[src/uart_pkg.sv]
`default_nettype none

package uart_pkg;

    // ~~~~~~~~~~~~~~~~~~~~~~~~~~~~~~~~~~~~~~~~~~~~~~~~~
    // Types
    // ~~~~~~~~~~~~~~~~~~~~~~~~~~~~~~~~~~~~~~~~~~~~~~~~~

    // Baud timing is counted in clock cycles
    typedef logic [15:0] tick_t;
    typedef logic [7:0]  byte_t;
    typedef logic [0:0]  reg_addr_t;

    typedef enum logic [1:0] {
        RX_IDLE,
        RX_START,
        RX_DATA,
        RX_STOP
    } rx_state_t;

    // ~~~~~~~~~~~~~~~~~~~~~~~~~~~~~~~~~~~~~~~~~~~~~~~~~
    // Register map and defaults
    // ~~~~~~~~~~~~~~~~~~~~~~~~~~~~~~~~~~~~~~~~~~~~~~~~~

    localparam reg_addr_t REG_DIVISOR = 1'b0;
    localparam reg_addr_t REG_CONTROL = 1'b1;

    localparam int CTRL_TX_ENABLE = 0;
    localparam int CTRL_RX_ENABLE = 1;

    localparam tick_t DEFAULT_HALF_BIT_TICKS = 16'd8;
    localparam tick_t MIN_HALF_BIT_TICKS     = 16'd2;

    // Stop bit is slightly shorter than a full bit
    localparam int STOP_NUM = 9;
    localparam int STOP_DEN = 10;

    // Transmitter bit states count up from start through bit 7
    localparam logic [3:0] TX_IDLE  = 4'd0;
    localparam logic [3:0] TX_START = 4'd1;
    localparam logic [3:0] TX_BIT7  = 4'd9;
    localparam logic [3:0] TX_STOP  = 4'd10;

    function automatic tick_t stop_ticks_for(input tick_t half_bit);
        logic [31:0] product;
        product = 32'(half_bit) * 32'(2 * STOP_NUM);
        return tick_t'(product / 32'(STOP_DEN));
    endfunction

endpackage

`default_nettype wire

[src/uart_cfg_if.sv]
`default_nettype none

interface uart_cfg_if;
    import uart_pkg::*;

    tick_t half_bit_ticks;
    tick_t bit_ticks;
    tick_t stop_ticks;
    logic  tx_enable;
    logic  rx_enable;

    modport source (
        output half_bit_ticks,
        output bit_ticks,
        output stop_ticks,
        output tx_enable,
        output rx_enable
    );

    modport sink (
        input half_bit_ticks,
        input bit_ticks,
        input stop_ticks,
        input tx_enable,
        input rx_enable
    );

endinterface

`default_nettype wire

[src/uart_cfg_regs.sv]
`default_nettype none

module uart_cfg_regs (
    input  wire logic                clk,
    input  wire logic                rstn,
    input  wire logic                cfg_we,
    input  wire uart_pkg::reg_addr_t cfg_addr,
    input  wire uart_pkg::tick_t     cfg_wdata,
    output uart_pkg::tick_t          cfg_rdata,
    uart_cfg_if.source               cfg
);
    import uart_pkg::*;

    tick_t divisor;
    tick_t bit_ticks;
    tick_t stop_ticks;
    logic  tx_enable;
    logic  rx_enable;

    // ~~~~~~~~~~~~~~~~~~~~~~~~~~~~~~~~~~~~~~~~~~~~~~~~~
    // Register writes
    // ~~~~~~~~~~~~~~~~~~~~~~~~~~~~~~~~~~~~~~~~~~~~~~~~~

    always_ff @(posedge clk) begin
        if (!rstn) begin
            divisor   <= DEFAULT_HALF_BIT_TICKS;
            tx_enable <= 1'b1;
            rx_enable <= 1'b1;
        end else if (cfg_we) begin
            if (cfg_addr == REG_DIVISOR) begin
                // A divisor below the minimum leaves no room for a half-bit wait
                if (cfg_wdata >= MIN_HALF_BIT_TICKS) begin
                    divisor <= cfg_wdata;
                end
            end else begin
                tx_enable <= cfg_wdata[CTRL_TX_ENABLE];
                rx_enable <= cfg_wdata[CTRL_RX_ENABLE];
            end
        end
    end

    // Derived counts follow the divisor one edge later
    always_ff @(posedge clk) begin
        if (!rstn) begin
            bit_ticks  <= tick_t'(DEFAULT_HALF_BIT_TICKS << 1);
            stop_ticks <= stop_ticks_for(DEFAULT_HALF_BIT_TICKS);
        end else begin
            bit_ticks  <= tick_t'(divisor << 1);
            stop_ticks <= stop_ticks_for(divisor);
        end
    end

    // ~~~~~~~~~~~~~~~~~~~~~~~~~~~~~~~~~~~~~~~~~~~~~~~~~
    // Read mux and outputs
    // ~~~~~~~~~~~~~~~~~~~~~~~~~~~~~~~~~~~~~~~~~~~~~~~~~

    always_comb begin
        cfg_rdata = '0;
        if (cfg_addr == REG_DIVISOR) begin
            cfg_rdata = divisor;
        end else begin
            cfg_rdata[CTRL_TX_ENABLE] = tx_enable;
            cfg_rdata[CTRL_RX_ENABLE] = rx_enable;
        end
    end

    assign cfg.half_bit_ticks = divisor;
    assign cfg.bit_ticks      = bit_ticks;
    assign cfg.stop_ticks     = stop_ticks;
    assign cfg.tx_enable      = tx_enable;
    assign cfg.rx_enable      = rx_enable;

    // The receiver's start confirmation relies on this lower bound
    a_divisor_min: assert property (@(posedge clk) disable iff (!rstn)
        cfg.half_bit_ticks >= MIN_HALF_BIT_TICKS);

endmodule

`default_nettype wire

[src/uart_tx.sv]
`default_nettype none

module uart_tx (
    input  wire logic            clk,
    input  wire logic            rstn,
    input  wire logic            order,
    input  wire uart_pkg::byte_t write_data,
    output logic                 sendable,
    output logic                 txd,
    uart_cfg_if.sink             cfg
);
    import uart_pkg::*;

    tick_t      counter;
    tick_t      end_bit;
    tick_t      end_stop;
    logic       signal_bit;
    logic       signal_stop;
    logic       accept;
    logic [3:0] status;
    byte_t      txbuf;

    assign end_bit  = cfg.bit_ticks - 16'd1;
    assign end_stop = cfg.stop_ticks - 16'd1;

    // Orders that arrive while busy or disabled are simply dropped
    assign accept = (status == TX_IDLE) && order && cfg.tx_enable;

    // ~~~~~~~~~~~~~~~~~~~~~~~~~~~~~~~~~~~~~~~~~~~~~~~~~
    // Bit timing
    // ~~~~~~~~~~~~~~~~~~~~~~~~~~~~~~~~~~~~~~~~~~~~~~~~~

    // Restarting on accept keeps a stale end pulse out of the start bit
    always_ff @(posedge clk) begin
        if (!rstn) begin
            counter     <= '0;
            signal_bit  <= 1'b0;
            signal_stop <= 1'b0;
        end else begin
            if (accept || counter == end_bit) begin
                counter <= '0;
            end else begin
                counter <= counter + 16'd1;
            end
            signal_bit  <= !accept && (counter == end_bit);
            signal_stop <= !accept && (counter == end_stop);
        end
    end

    // ~~~~~~~~~~~~~~~~~~~~~~~~~~~~~~~~~~~~~~~~~~~~~~~~~
    // Frame sequencing
    // ~~~~~~~~~~~~~~~~~~~~~~~~~~~~~~~~~~~~~~~~~~~~~~~~~

    always_ff @(posedge clk) begin
        if (!rstn) begin
            status   <= TX_IDLE;
            txd      <= 1'b1;
            sendable <= 1'b1;
        end else begin
            if (status == TX_IDLE) begin
                if (accept) begin
                    status   <= TX_START;
                    txd      <= 1'b0;
                    sendable <= 1'b0;
                end
            end else if (status == TX_STOP) begin
                if (signal_stop) begin
                    status   <= TX_IDLE;
                    txd      <= 1'b1;
                    sendable <= 1'b1;
                end
            end else if (signal_bit) begin
                if (status == TX_BIT7) begin
                    status <= TX_STOP;
                    txd    <= 1'b1;
                end else begin
                    status <= status + 4'd1;
                    txd    <= txbuf[0];
                end
            end
        end
    end

    // Data goes out LSB first
    always_ff @(posedge clk) begin
        if (accept) begin
            txbuf <= write_data;
        end else if (signal_bit && status != TX_IDLE && status != TX_STOP) begin
            txbuf <= {1'b1, txbuf[7:1]};
        end
    end

    a_idle_line_high: assert property (@(posedge clk) disable iff (!rstn)
        sendable |-> txd);

    // A frame starts only from idle, and the start bit shows on the next cycle
    a_accept_when_free: assert property (@(posedge clk) disable iff (!rstn)
        accept |-> sendable ##1 (!sendable && !txd));

endmodule

`default_nettype wire

[src/uart_rx.sv]
`default_nettype none

module uart_rx (
    input  wire logic       clk,
    input  wire logic       rstn,
    input  wire logic       rxd,
    output uart_pkg::byte_t rx_data,
    output logic            rx_valid,
    output logic            frame_error,
    uart_cfg_if.sink        cfg
);
    import uart_pkg::*;

    logic [1:0] sync;
    logic       rx_bit;
    rx_state_t  state;
    tick_t      counter;
    logic [2:0] bit_idx;
    logic       wait_high;
    logic       half_point;
    logic       bit_point;
    byte_t      shreg;

    // ~~~~~~~~~~~~~~~~~~~~~~~~~~~~~~~~~~~~~~~~~~~~~~~~~
    // Input synchronizer
    // ~~~~~~~~~~~~~~~~~~~~~~~~~~~~~~~~~~~~~~~~~~~~~~~~~

    // Reset to the idle line level so no false start is seen
    always_ff @(posedge clk) begin
        if (!rstn) begin
            sync <= 2'b11;
        end else begin
            sync <= {sync[0], rxd};
        end
    end

    assign rx_bit     = sync[1];
    assign half_point = (counter == cfg.half_bit_ticks - 16'd1);
    assign bit_point  = (counter == cfg.bit_ticks - 16'd1);
    assign rx_data    = shreg;

    // ~~~~~~~~~~~~~~~~~~~~~~~~~~~~~~~~~~~~~~~~~~~~~~~~~
    // Frame FSM
    // ~~~~~~~~~~~~~~~~~~~~~~~~~~~~~~~~~~~~~~~~~~~~~~~~~

    always_ff @(posedge clk) begin
        if (!rstn) begin
            state       <= RX_IDLE;
            counter     <= '0;
            bit_idx     <= '0;
            wait_high   <= 1'b0;
            rx_valid    <= 1'b0;
            frame_error <= 1'b0;
        end else begin
            rx_valid    <= 1'b0;
            frame_error <= 1'b0;
            counter     <= counter + 16'd1;
            case (state)
                RX_IDLE: begin
                    counter <= '0;
                    if (!rx_bit && cfg.rx_enable) begin
                        state <= RX_START;
                    end
                end
                RX_START: begin
                    // A line that is high again by mid start bit was only a glitch
                    if (half_point) begin
                        counter <= '0;
                        bit_idx <= '0;
                        state   <= rx_bit ? RX_IDLE : RX_DATA;
                    end
                end
                RX_DATA: begin
                    if (bit_point) begin
                        counter <= '0;
                        bit_idx <= bit_idx + 3'd1;
                        if (bit_idx == 3'd7) begin
                            state <= RX_STOP;
                        end
                    end
                end
                RX_STOP: begin
                    if (wait_high) begin
                        if (rx_bit) begin
                            wait_high <= 1'b0;
                            state     <= RX_IDLE;
                        end
                    end else if (bit_point) begin
                        rx_valid    <= rx_bit;
                        frame_error <= !rx_bit;
                        if (rx_bit) begin
                            state <= RX_IDLE;
                        end else begin
                            wait_high <= 1'b1;
                        end
                    end
                end
                default: state <= RX_IDLE;
            endcase
        end
    end

    // Bits arrive LSB first, so the byte is complete after the eighth shift
    always_ff @(posedge clk) begin
        if (state == RX_DATA && bit_point) begin
            shreg <= {rx_bit, shreg[7:1]};
        end
    end

    a_one_outcome: assert property (@(posedge clk) disable iff (!rstn)
        !(rx_valid && frame_error));

endmodule

`default_nettype wire

[src/uart_core.sv]
`default_nettype none

module uart_core (
    input  wire logic                clk,
    input  wire logic                rstn,

    // Register port
    input  wire logic                cfg_we,
    input  wire uart_pkg::reg_addr_t cfg_addr,
    input  wire uart_pkg::tick_t     cfg_wdata,
    output uart_pkg::tick_t          cfg_rdata,

    // Transmit side
    input  wire logic                order,
    input  wire uart_pkg::byte_t     write_data,
    output logic                     sendable,
    output logic                     txd,

    // Receive side
    input  wire logic                rxd,
    output uart_pkg::byte_t          rx_data,
    output logic                     rx_valid,
    output logic                     frame_error
);

    uart_cfg_if cfg_bus ();

    uart_cfg_regs i_uart_cfg_regs (
        .clk       (clk),
        .rstn      (rstn),
        .cfg_we    (cfg_we),
        .cfg_addr  (cfg_addr),
        .cfg_wdata (cfg_wdata),
        .cfg_rdata (cfg_rdata),
        .cfg       (cfg_bus.source)
    );

    uart_tx i_uart_tx (
        .clk        (clk),
        .rstn       (rstn),
        .order      (order),
        .write_data (write_data),
        .sendable   (sendable),
        .txd        (txd),
        .cfg        (cfg_bus.sink)
    );

    uart_rx i_uart_rx (
        .clk         (clk),
        .rstn        (rstn),
        .rxd         (rxd),
        .rx_data     (rx_data),
        .rx_valid    (rx_valid),
        .frame_error (frame_error),
        .cfg         (cfg_bus.sink)
    );

endmodule

`default_nettype wire

[config.mk]
export PLATFORM = sky130hd
export DESIGN_NAME = uart_core
export DESIGN_NICKNAME = d
export VERILOG_FILES = /design/src/uart_pkg.sv /design/src/uart_cfg_if.sv /design/src/uart_cfg_regs.sv /design/src/uart_tx.sv /design/src/uart_rx.sv /design/src/uart_core.sv
export SDC_FILE = /design/constraint.sdc
export NUM_CORES = 1
export LEC_CHECK = 0
export CAP_MARGIN = 20
export CORE_ASPECT_RATIO = 1.25
export CORE_MARGIN = 4
export CORE_UTILIZATION = 65
export CTS_CLUSTER_DIAMETER = 40
export CTS_CLUSTER_SIZE = 30
export DETAILED_ROUTE_END_ITERATION = 6
export DONT_BUFFER_PORTS = 1
export PLACE_DENSITY = 0.81
export SLEW_MARGIN = 40
export SYNTH_ARGS = -nofsm -noshare
export SYNTH_HDL_FRONTEND = slang
export SYNTH_SLANG_ARGS = --single-unit
[constraint.sdc]
create_clock -name clk -period 8.96 [get_ports clk]
set_clock_uncertainty 0.1 [all_clocks]
set_input_delay 1.344 -clock clk [delete_from_list [all_inputs] [get_ports clk]]
set_output_delay 1.344 -clock clk [all_outputs]
set_load 0.1 [all_outputs]
==> flow_metrics.env <==
export IMPL_status="finished clean"
export IMPL_synth_area_mm2=0.009269
export IMPL_hold_start="i_uart_rx.bit_idx[1]"
export IMPL_hold_end="i_uart_rx.bit_idx[1]"
export IMPL_synth_most_common_cell="nor2_1"
export IMPL_regArea_mm2=0.002469
export IMPL_worstSetupPathType="reg -> reg"
export IMPL_finalHoldViolCount=0
export IMPL_port_buffers=0
export IMPL_ys_flop_type="dfxtp_1"
export IMPL_yosysSeqAreaShare=0.2657
export IMPL_ioPinCount=58
export IMPL_synth_xor_area_frac=0.1286
export IMPL_die_area_mm2=0.01625
export IMPL_tightest_slew_ns=0.8920
export IMPL_ant_nets=0
export IMPL_die_h_um=141.5
export IMPL_utilization=0.7421
export IMPL_yosys_top_cells_area="dfxtp_1, xnor2_1, xor2_1, nor2_1, ha_1"
export IMPL_area_delta_synth_final_pct=11.07
export IMPL_ctsHoldBuffers=0
export IMPL_synth_async_sr_flop_share=0
export IMPL_finalSetupViolations=0
export IMPL_route_met2_wl_um=12360
export IMPL_grt_pass1_vias=8327
export IMPL_r2r_end="i_uart_cfg_regs.cfg.stop_ticks[0]"
export IMPL_finalMaxSlewViolations=0
export IMPL_r2r_start="i_uart_cfg_regs.cfg.half_bit_ticks[8]"
export IMPL_antenna_found_initial=1
export IMPL_dp_cells=1302
export IMPL_cp_end_kind="flip-flop"
export IMPL_grt_first_pass_wirelength_um=40390
export IMPL_synth_cell_types=104
export IMPL_synthSimpleGateAreaFrac=0.2667
export IMPL_htree_levels=4
export IMPL_reg2reg_depth=27
export IMPL_synth_cells=1164
export IMPL_min_path_cells=2
export IMPL_placeableCoreArea_mm2=0.01387
export IMPL_clkSlewWorstSetupHoldPaths_ns=0.06
export IMPL_finalWirelength_um=24510
export IMPL_fin_crit_sh=0.9603
export IMPL_clockRootBuffer="clkbuf_16"
export IMPL_initial_core_util=0.6681
export IMPL_critPathBufInv=0
export IMPL_powerDensity_mw_per_mm2=227.9
export IMPL_multi_input_area_mm2=0.006608
export IMPL_cts_path_max_buffers=2
export IMPL_leakage_nw=3.970
export IMPL_max_slew_margin=0.4066
export IMPL_num_fill_cells=1028
export IMPL_insertion_delay_ns=0.42
export IMPL_worst_ep_required_time_ns=9.14
export IMPL_finish_instance_area_mm2=0.01029
export IMPL_cts_sinks=115
export IMPL_fin_setup_tns_ns=0
export IMPL_layout_drive_gt1_share=0.1104
export IMPL_synth_edf_count=16
export IMPL_via_per_inst=6.516
export IMPL_drt_iter0_drc=840
export IMPL_power_total_mw=2.347
export IMPL_cts_tree="yes"
export IMPL_grt_overflow=0
export IMPL_synth_top_family_by_area="simple AND/OR/NAND/NOR gates"
export IMPL_numCtsBuffers=17
export IMPL_track_usage=0.3041
export IMPL_synth_compound_area_frac=0.2045
export IMPL_min_period_ns=8.604
export IMPL_synth_common_cells="nor2_1, nand2_1, dfxtp_1"
export IMPL_first_pass_iters=5
export IMPL_gp_routability_congestion=0.9262
export IMPL_postPlaceCellArea_mm2=0.009658
export IMPL_arrival_ns=8.79
export IMPL_grt_start_max_net_pins=38
export IMPL_yosysTopAreaCell="dfxtp_1"
export IMPL_rsz0062_at_grt="false"
export IMPL_rows=48
export IMPL_slowest_delay_ns=0.57
export IMPL_cp_slowest_cell="or4_4"
export IMPL_wl_per_cell_um=18.36
export IMPL_syn_area_per_cell_um2=7.963
export IMPL_ys_warn_count=0
export IMPL_synthAdderAreaFrac=0.05724
export IMPL_crit_cells=27
export IMPL_cp_max_fo=15
export IMPL_synth_fp_nets=1235
export IMPL_whs_ns=0.3930
export IMPL_synth_mux_area_frac=0.03456
export IMPL_route_detailed_drc=0
export IMPL_met1_length_um=9858
export IMPL_dieWidth_um=114.8
export IMPL_vias=8699
export IMPL_dp_hpwl_um=17980
export IMPL_pre_cts_slack_ns=0.4447
export IMPL_highest_layer="met4"
export IMPL_ir_drop_mv=0.2247
export IMPL_max_cap_violations=0
export IMPL_hold_class="reg -> reg"
export IMPL_ys_ff_latch=115
export IMPL_r2r_slack_ns=0.36
export IMPL_routed_wl_met3_um=1190
export IMPL_fmax_ghz=0.1162
export IMPL_layout_cells_non_filler=1335
export IMPL_final_nets=1218
export IMPL_crit_family="simple AND/OR/NAND/NOR gates"
export IMPL_layout_setup_ws_ns=0.3557
export IMPL_crit_path_start_kind="flip-flop"
export IMPL_synth_top_area_share=0.2138
[repair_timing]
action / CTS / global route
endpoints found under the setup margin: 0 / 2
buffers inserted: 0 / 1
resized for setup: 0 / 8
hold endpoints to repair: 0 / 0
[final cells by class]
type	instances	area share
Tap cell	175	0.02127
Clock inverter	10	0.01045
Timing Repair Buffer	25	0.02929
Sequential cell	115	0.2398
Multi-Input combinational cell	957	0.6418
Antenna cell	1	0.0002431
Clock buffer	21	0.04582
Inverter	31	0.01130
[state kept, by name, summed over array words and instances (netlist names), 2 cells and up, named ones only]
register                            flops
i_uart_cfg_regs.cfg.bit_ticks          15
i_uart_cfg_regs.cfg.half_bit_ticks     16
i_uart_cfg_regs.cfg.stop_ticks         16
i_uart_rx.bit_idx                       3
i_uart_rx.counter                      16
i_uart_rx.rx_data                       8
i_uart_rx.sync                          2
i_uart_tx.counter                      16
i_uart_tx.status                        4
i_uart_tx.txbuf                         8
[worst register-to-register path, stage by stage, from the launching register on]
cell	delay (ns)
dfxtp_1	0.54
ha_1	0.30
ha_1	0.44
a211oi_2	0.32
o21bai_2	0.15
or4_4	0.57
a311oi_4	0.32
nor2_2	0.15
xnor2_4	0.29
a311oi_2	0.21
a2111oi_0	0.44
nand3b_1	0.23
a21o_2	0.28
o32ai_1	0.17
or3_1	0.54
mux2i_1	0.17
a31o_2	0.27
or2_1	0.24
o211ai_1	0.31
nand3_4	0.23
or3_1	0.45
and3_1	0.20
or2_1	0.33
or4_1	0.53
nand4_1	0.14
nor4b_2	0.08
o311ai_1	0.35
nand3_1	0.14
[cells by family after synthesis]
group	Yosys count
flops	115
fa+ha+maj	42
buf+inv	92
compound gates	254
simple gates	497
mux	30
xor+xnor	134
[report_power, final]
group	internal (mW)	switching, mW	leakage [nW]
registers	0.581	0.0813	0.955
clock network	0.428	0.240	0.280
logic	0.388	0.627	2.74
[cell usage in the layout, fill, tap and decap left out, types with 6 or more instances in the layout]
master | synthesis | layout
mux2i_1 | 26 | 26
o21ai_0 | 40 | 37
dfxtp_1 | 99 | 94
nand2b_1 | 8 | 8
or2_2 | 10 | 10
a211oi_1 | 18 | 18
xnor2_1 | 71 | 70
or3_1 | 7 | 7
nor3_1 | 29 | 28
a21o_1 | 10 | 9
nand2_1 | 110 | 110
o21ai_1 | 8 | 8
nand3_1 | 56 | 56
nand3b_1 | 6 | 6
and2_1 | 19 | 18
nor4_1 | 20 | 20
buf_1 | 2 | 7
a311oi_1 | 7 | 6
edfxtp_1 | 16 | 16
buf_16 | 0 | 7
inv_1 | 28 | 28
o211ai_1 | 13 | 13
and3_1 | 16 | 16
nor2b_1 | 20 | 8
nor2b_4 | 0 | 12
xor2_1 | 62 | 62
o2111ai_1 | 8 | 8
nand4_1 | 23 | 23
a21oi_1 | 45 | 45
ha_1 | 40 | 40
buf_4 | 3 | 11
a31oi_1 | 7 | 7
o21a_1 | 11 | 11
nor2_1 | 137 | 134
clkbuf_16 | 0 | 18
[worst max-delay path by stage]
stage                                            from                                 to  slack [ns]
4_1_cts        i_uart_cfg_regs.cfg.half_bit_ticks[14]  i_uart_cfg_regs.cfg.stop_ticks[0]        0.34
5_1_grt         i_uart_cfg_regs.cfg.half_bit_ticks[7]  i_uart_cfg_regs.cfg.stop_ticks[0]       0.003
3_3_place_gp   i_uart_cfg_regs.cfg.half_bit_ticks[14]  i_uart_cfg_regs.cfg.stop_ticks[0]        0.56
3_5_place_dp   i_uart_cfg_regs.cfg.half_bit_ticks[14]  i_uart_cfg_regs.cfg.stop_ticks[0]        0.44
2_1_floorplan  i_uart_cfg_regs.cfg.half_bit_ticks[11]  i_uart_cfg_regs.cfg.stop_ticks[0]        1.58
6_report        i_uart_cfg_regs.cfg.half_bit_ticks[8]  i_uart_cfg_regs.cfg.stop_ticks[0]        0.36
[per-layer routing]
| metal | up-vias | GRT usage |
|---|---|---|
| li1 | 4199 | - |
| met1 | 4071 | 0.3562 |
| met2 | 344 | 0.5327 |
| met3 | 85 | 0.04949 |
| met4 | 0 | 0.1508 |
| met5 | - | 0 |
Note: power is estimated with default switching activity, not from simulation.
